File: config.mk
export PLATFORM = sky130hd
export DESIGN_NAME = fetch_decode_stage
export DESIGN_NICKNAME = d
export VERILOG_FILES = /design/src/cpu_pkg.sv /design/src/fetch_decode_stage.sv /design/src/fetch_sequencer.sv /design/src/instr_decoder.sv
export VERILOG_INCLUDE_DIRS = /design/src
export SDC_FILE = /design/constraint.sdc
export NUM_CORES = 1
export LEC_CHECK = 0
export CAP_MARGIN = 5
export CORE_MARGIN = 5
export CORE_UTILIZATION = 25
export CTS_BUF_LIST = sky130_fd_sc_hd__clkbuf_8
export CTS_CLUSTER_DIAMETER = 120
export DETAILED_ROUTE_END_ITERATION = 6
export DONT_BUFFER_PORTS = 1
export GPL_TIMING_DRIVEN = 0
export PLACE_DENSITY = 0.4
export SYNTH_ARGS = -nofsm -noshare
export SYNTH_HDL_FRONTEND = slang
export SYNTH_HIERARCHICAL = 1
export SYNTH_SLANG_ARGS = --single-unit
File: constraint.sdc
create_clock -name clk -period 3.1 [get_ports clk]
set_clock_uncertainty 0.15 [all_clocks]
set_input_delay 0.31 -clock clk [delete_from_list [all_inputs] [get_ports clk]]
set_output_delay 0.31 -clock clk [all_outputs]
set_load 0.01 [all_outputs]
File: src/cpu_macros.svh
`ifndef CPU_MACROS_SVH
`define CPU_MACROS_SVH

// instruction word and address widths
`define INSTR_WIDTH 32
`define ADDR_WIDTH 32

// pc step between consecutive instructions
`define INSTR_BYTES 4

// register file has 16 entries
`define REG_INDEX_WIDTH 4

// instruction field widths
`define GROUP_WIDTH 2
`define OPER_WIDTH 4
`define IMM12_WIDTH 12
`define IMM20_WIDTH 20

// number of defined operations in each group
// anything at or above the count is decoded as a nop
`define NUM_OPERS_ALU 15
`define NUM_OPERS_BRANCH 3
`define NUM_OPERS_LOAD 9
`define NUM_OPERS_STORE 9

// spare bits left over in each instruction format
`define REG_FMT_SPARE_WIDTH (`INSTR_WIDTH - `GROUP_WIDTH - `OPER_WIDTH - 1 \
	- 3 * `REG_INDEX_WIDTH - `IMM12_WIDTH)
`define BRANCH_FMT_SPARE_WIDTH (`INSTR_WIDTH - `GROUP_WIDTH - `OPER_WIDTH - 1 \
	- `REG_INDEX_WIDTH - `IMM20_WIDTH)

`endif

File: src/cpu_pkg.sv
`include "cpu_macros.svh"

package cpu_pkg;

	typedef logic [`ADDR_WIDTH-1:0] addr_t;
	typedef logic [`REG_INDEX_WIDTH-1:0] reg_index_t;

	typedef enum logic [`GROUP_WIDTH-1:0]
	{
		group_alu,
		group_branch,
		group_load,
		group_store
	} instr_group_e;

	// three-register layout used by alu, load and store
	typedef struct packed
	{
		instr_group_e group;
		logic [`OPER_WIDTH-1:0] oper;
		logic op_type;
		reg_index_t ra;
		reg_index_t rb;
		reg_index_t rc;
		logic [`REG_FMT_SPARE_WIDTH-1:0] unused;
		logic [`IMM12_WIDTH-1:0] imm12;
	} reg_fmt_s;

	// branch layout, one register and a long immediate
	typedef struct packed
	{
		instr_group_e group;
		logic [`OPER_WIDTH-1:0] oper;
		logic op_type;
		reg_index_t ra;
		logic [`BRANCH_FMT_SPARE_WIDTH-1:0] unused;
		logic [`IMM20_WIDTH-1:0] imm20;
	} branch_fmt_s;

	// group, oper, op_type and ra sit at the same bits in both views
	typedef union packed
	{
		reg_fmt_s reg_fmt;
		branch_fmt_s branch_fmt;
	} instr_word_u;

	typedef struct packed
	{
		instr_group_e group;
		logic [`OPER_WIDTH-1:0] oper;
		logic op_type;
		reg_index_t ra;
		reg_index_t rb;
		reg_index_t rc;
		addr_t signext_imm;
		logic nop;
	} decoded_instr_s;

	typedef struct packed
	{
		logic req;
		addr_t addr;
	} cache_req_s;

	typedef struct packed
	{
		logic valid;
		instr_word_u instr;
	} cache_resp_s;

	typedef struct packed
	{
		logic stall;
		addr_t computed_pc;
	} from_ex_s;

	typedef struct packed
	{
		decoded_instr_s decoded_instr;
		addr_t pc_val;
	} to_ex_s;

	typedef struct packed
	{
		reg_index_t ra;
		reg_index_t rb;
		reg_index_t rc;
	} reg_indices_s;

endpackage

File: src/fetch_decode_stage.sv
module fetch_decode_stage
	import cpu_pkg::*;
(
	input  logic         clk,
	input  logic         arst_n,
	output cache_req_s   cache_req,
	input  cache_resp_s  cache_resp,
	input  from_ex_s     from_ex,
	input  logic         wb_stall,
	output to_ex_s       to_ex,
	output reg_indices_s reg_indices
);

	decoded_instr_s decoded;

	// decode whatever the cache presents, valid or not
	instr_decoder u_decoder
	(
		.instr   (cache_resp.instr),
		.decoded (decoded)
	);

	fetch_sequencer u_sequencer
	(
		.clk         (clk),
		.arst_n      (arst_n),
		.decoded     (decoded),
		.cache_valid (cache_resp.valid),
		.from_ex     (from_ex),
		.wb_stall    (wb_stall),
		.cache_req   (cache_req),
		.to_ex       (to_ex),
		.reg_indices (reg_indices)
	);

endmodule

File: src/fetch_sequencer.sv
`include "cpu_macros.svh"

module fetch_sequencer
	import cpu_pkg::*;
(
	input  logic           clk,
	input  logic           arst_n,
	input  decoded_instr_s decoded,
	input  logic           cache_valid,
	input  from_ex_s       from_ex,
	input  logic           wb_stall,
	output cache_req_s     cache_req,
	output to_ex_s         to_ex,
	output reg_indices_s   reg_indices
);

	typedef enum logic [2:0]
	{
		st_init,
		st_regular,
		st_change_pc,
		st_ldst_wait0,
		st_ldst_wait1
	} fetch_state_e;

	// empty slot sent to execute
	localparam decoded_instr_s bubble_instr = '{
		group: group_alu,
		oper: '0,
		op_type: 1'b0,
		ra: '0,
		rb: '0,
		rc: '0,
		signext_imm: '0,
		nop: 1'b1
	};

	fetch_state_e state;
	addr_t pc;
	addr_t following_pc;
	logic advance;
	logic takes_branch;

	assign following_pc = pc + addr_t'(`INSTR_BYTES);

	// a fresh word is consumed only when execute can take it
	assign advance = cache_valid && !from_ex.stall;
	assign takes_branch = (decoded.group == group_branch) && !decoded.nop;

	always_comb
	begin
		cache_req.req = 1'b1;
		cache_req.addr = pc;

		if (state == st_regular && advance)
		begin
			cache_req.addr = following_pc;
			// no fetch while the branch target is still unknown
			if (takes_branch)
			begin
				cache_req.req = 1'b0;
			end
		end
		else if (state == st_change_pc)
		begin
			cache_req.addr = from_ex.computed_pc;
		end
	end

	always_comb
	begin
		reg_indices = '0;
		if (state == st_regular)
		begin
			reg_indices.ra = decoded.ra;
			reg_indices.rb = decoded.rb;
			reg_indices.rc = decoded.rc;
		end
	end

	always_ff @(posedge clk or negedge arst_n)
	begin
		if (!arst_n)
		begin
			state <= st_init;
			pc <= '0;
			to_ex.decoded_instr <= bubble_instr;
			to_ex.pc_val <= '0;
		end
		else
		begin
			case (state)
				st_init:
				begin
					// first word arrives, pc stays on it
					if (cache_valid)
					begin
						state <= st_regular;
					end
					to_ex.decoded_instr <= bubble_instr;
				end
				st_regular:
				begin
					// a stall from execute holds to_ex as it is
					if (!cache_valid && !from_ex.stall)
					begin
						to_ex.decoded_instr <= bubble_instr;
					end
					else if (advance)
					begin
						pc <= following_pc;
						if (decoded.nop)
						begin
							to_ex.decoded_instr <= bubble_instr;
						end
						else
						begin
							to_ex.decoded_instr <= decoded;
							to_ex.pc_val <= pc;
							case (decoded.group)
								group_branch:
								begin
									// execute computes the target from the return pc
									to_ex.pc_val <= following_pc;
									state <= st_change_pc;
								end
								group_load, group_store:
								begin
									state <= st_ldst_wait0;
								end
								default:
								begin
									state <= st_regular;
								end
							endcase
						end
					end
				end
				st_change_pc:
				begin
					pc <= from_ex.computed_pc;
					state <= st_regular;
					to_ex.decoded_instr <= bubble_instr;
				end
				st_ldst_wait0:
				begin
					state <= st_ldst_wait1;
					to_ex.decoded_instr <= bubble_instr;
				end
				st_ldst_wait1:
				begin
					// writeback finished
					if (!wb_stall)
					begin
						state <= st_regular;
					end
					to_ex.decoded_instr <= bubble_instr;
				end
				default:
				begin
					state <= st_init;
				end
			endcase
		end
	end

endmodule

File: src/instr_decoder.sv
`include "cpu_macros.svh"

module instr_decoder
	import cpu_pkg::*;
(
	input  instr_word_u    instr,
	output decoded_instr_s decoded
);

	localparam int count_width = `OPER_WIDTH + 1;
	localparam int imm12_pad = `ADDR_WIDTH - `IMM12_WIDTH;
	localparam int imm20_pad = `ADDR_WIDTH - `IMM20_WIDTH;

	logic is_branch;
	logic [count_width-1:0] oper_count;
	addr_t imm12_ext;
	addr_t imm20_ext;

	// group bits are shared by both views so either one selects the format
	assign is_branch = (instr.reg_fmt.group == group_branch);

	assign imm12_ext = {{imm12_pad{instr.reg_fmt.imm12[`IMM12_WIDTH-1]}},
		instr.reg_fmt.imm12};
	assign imm20_ext = {{imm20_pad{instr.branch_fmt.imm20[`IMM20_WIDTH-1]}},
		instr.branch_fmt.imm20};

	// how many opers each group defines
	always_comb
	begin
		case (instr.reg_fmt.group)
			group_alu:
			begin
				oper_count = count_width'(`NUM_OPERS_ALU);
			end
			group_branch:
			begin
				oper_count = count_width'(`NUM_OPERS_BRANCH);
			end
			group_load:
			begin
				oper_count = count_width'(`NUM_OPERS_LOAD);
			end
			group_store:
			begin
				oper_count = count_width'(`NUM_OPERS_STORE);
			end
		endcase
	end

	always_comb
	begin
		decoded.group = instr.reg_fmt.group;
		// oper, op_type and ra sit at the same bits in both formats
		decoded.oper = instr.reg_fmt.oper;
		decoded.op_type = instr.reg_fmt.op_type;
		decoded.ra = instr.reg_fmt.ra;

		if (is_branch)
		begin
			// branches carry no second or third register
			decoded.rb = '0;
			decoded.rc = '0;
			decoded.signext_imm = imm20_ext;
		end
		else
		begin
			decoded.rb = instr.reg_fmt.rb;
			decoded.rc = instr.reg_fmt.rc;
			decoded.signext_imm = imm12_ext;
		end

		// undefined oper for this group
		decoded.nop = ({1'b0, instr.reg_fmt.oper} >= oper_count);
	end

endmodule

==> out/results.txt <==
Critical-path top delay cell - or4_1
#FFs+latches synth - 119
outcome - finished with violations
crit path kind - reg -> out
Max-Cap Viols - 0
GRT Util Overall - 0.165
clk root buf - clkbuf_8
Core ar. - 0.0252 mm²
vias - 5,659
clk buf depth - 2
Initial DRC Count - 322
clock latency on the worst-skew pair - 0.44 ns
crit-path cells - clkbuf_2 > and4_2 > nand2_2 > or4_1 > o21ai_1 > a31o_2
Ports - 198
Synth Area per Inst - 9.58 µm²
Synth Warn # - 6
Post-Route Setup TNS - 0 ns
utilization after layout - 0.322
Power, Total - 6810 µW
worst vdd ir - 0.278 mV
first-pass GRT wire length - 36.2 mm
Synth Flop Type - dfrtp_1
ANT cells - 0
CTS clk-pin slew, worst paths - 0.09 ns
residual DRC count - 0
initial antenna violation count - 0
period utilization - 0.960
register area share after synthesis - 0.466
failing checks - hold timing
fin nets - 828
Die Ht - 170 µm
hold_buf cts - 63
DR WL/cell - 22.1 µm
number of global-route vias before repair - 5,866
Hold WC Path Type - in -> async
Syn Nets - 741
largest net degree at the start of global routing - 120
CTS tree - built
post-detailed-placement half-perimeter wirelength - 17.2 mm
GR Overflow Total - 0
Buffers on Ports - 0
Slew Limit Fails - 0
Worst setup startpoint - u_sequencer/pc[2]$_DFFE_PN0P_
Gate Count Post-Synth - 668
die area - 0.0289 mm²
slowest stage delay, CP - 0.59 ns
CP endpoint kind - output port
H-Tree Depth - 4
worst-margin pin slew - 0.741 ns
Tmin final - 2.98 ns
worst reg2reg path startpoint - u_sequencer/state[2]$_DFFE_PN0P_
CP Data Required Time - 2.64 ns
layout cells sized above 1 - 0.210
synthesized cell area - 0.00640 mm²
TritonCTS Buffers - 17
Initial Util - 0.254
Crit Path Max Fanout - 8
Syn-to-layout area delta - 26.8%
Chip Width - 170 µm
Static Leakage - 0.00331 µW
WHS - -0.596 ns
Worst EP arrival - 2.52 ns
router iterations before antenna repair - 5
std cell rows - 58
Hold Fails Final Rpt - 119
Slew Limit Headroom - 0.506
Power Dens Cells - 839 mW/mm²
most frequent cells in the layout - dfrtp_1, dlygate4sd3_1, nor2_1
CP startpoint kind - register
Setup Viol. Count Final - 0
DRT Wirelength - 24.3 mm
FFs w/ async S/R, synth - 1.00
RSZ-0062 raised after global routing - yes
gp weighted congestion - 0.854
CTS Sinks - 119
Post-DRT Antenna Nets - 0
vias per cell - 5.15
Fmax - 0.336 GHz
Filler Cell Count - 2,618
EDFF count, synth - 0
commonest non-fill, non-tap cell in the layout - dfrtp_1
Yosys cell types - 59
per-layer routing:
layer / wire [µm] / track usage
met3: 1960 / 0.0530
met1: 10100 / 0.208
met2: 11700 / 0.268
met4: 463 / 0.0514
met5: 0 / 0
Yosys cell counts, types with 4 or more instances:
cell | count | area [µm²]
a22o_1 | 51 | 447
nand3_1 | 22 | 110
and4_1 | 5 | 43.8
mux2_2 | 10 | 113
nor2b_1 | 5 | 31.3
o21ai_0 | 16 | 80.1
and3_1 | 5 | 31.3
nor3_1 | 15 | 75.1
clkbuf_1 | 24 | 90.1
nor4_1 | 6 | 37.5
nand2b_1 | 4 | 25.0
nand4_1 | 13 | 81.3
a311oi_1 | 14 | 123
dfrtp_1 | 118 | 2950
nand2_1 | 49 | 184
a21oi_1 | 52 | 260
buf_4 | 36 | 270
o32ai_1 | 4 | 35.0
and2_1 | 21 | 131
xnor2_1 | 18 | 158
inv_1 | 9 | 33.8
ha_1 | 4 | 50.1
buf_2 | 20 | 100
xor2_1 | 13 | 114
nor2_1 | 66 | 248
a211oi_1 | 8 | 60.1
or4_1 | 4 | 30.0
o22ai_1 | 6 | 37.5
path summary, 6_finish.rpt:
path | end | slack [ns] | cells past startpoint
worst max register to register | u_sequencer/state[1]$_DFFE_PN0P_ | 0.31 | 7
worst max-delay path | cache_req[23] | 0.12 | 6
worst min register to register | u_sequencer/to_ex[32]$_DFFE_PN1P_ | 0.35 | 2
min in group clk | u_sequencer/to_ex[71]$_DFFE_PN0P_ | 0.03 | 2
max in group asynchronous | u_sequencer/to_ex[32]$_DFFE_PN1P_ | 3.09 | 0
worst min-delay path | u_sequencer/pc[27]$_DFFE_PN0P_ | -0.60 | 0
registers in the layout (all words and copies together), names as in the netlist:
register           cells
u_sequencer/pc        32
u_sequencer/to_ex     84
u_sequencer/state      3
timing repair:
action                                  CTS  global route
hold endpoints to repair                186           119
pin swaps                                 3             5
setup buffers                             1             5
resized for setup                        34            25
endpoints found under the setup margin   40            29
cell families (layout without fill, tap and decap cells):
kind of cell	Yosys count	count (layout)	share of synthesized area
fa+ha+maj	4	4	0.00782
xor+xnor	31	31	0.0424
buf+inv	95	195	0.0835
flops	119	119	0.466
simple gates	230	230	0.183
compound gates	177	177	0.196
mux	12	12	0.0215
per-stage QoR:
stage / std cells / setup WS, ns / cell area (µm²)
final: 1098 / 0.123 / 8120
after global routing: 1098 / -0.0430 / 8120
after CTS: 1094 / 0.00418 / 8000
after detailed placement: 998 / -0.378 / 6810
after global placement: 998 / -0.387 / 6810
after floorplan: 668 / 0.686 / 6400
worst max-delay path: cells and delay by family (launching register included):
kind / cells / cell delay (ns)
and+or+nand+nor: 3 / 1.09
DFF: 1 / 0.40
AOI/OAI and AO/OA: 2 / 0.36
buffers and inverters: 1 / 0.21
final cells by class:
cell class                 instances  area (µm²)  area share
multi-input combinational        454        3080       0.379
sequential                       119        2980       0.367
timing repair buffer              69         676      0.0832
buffer                            85         522      0.0643
tap                              330         413      0.0509
clock buffer                      20         275      0.0339
clock inverter                    12         139      0.0171
inverter                           9        33.8     0.00416
power by group:
part	total, µW	switching (µW)	internal [µW]	leakage [µW]
Sequential	2640	626	2010	0.00144
Clock	1520	731	789	0.000199
Combinational	2650	1680	974	0.00167
(Power assumes the default switching activity.)
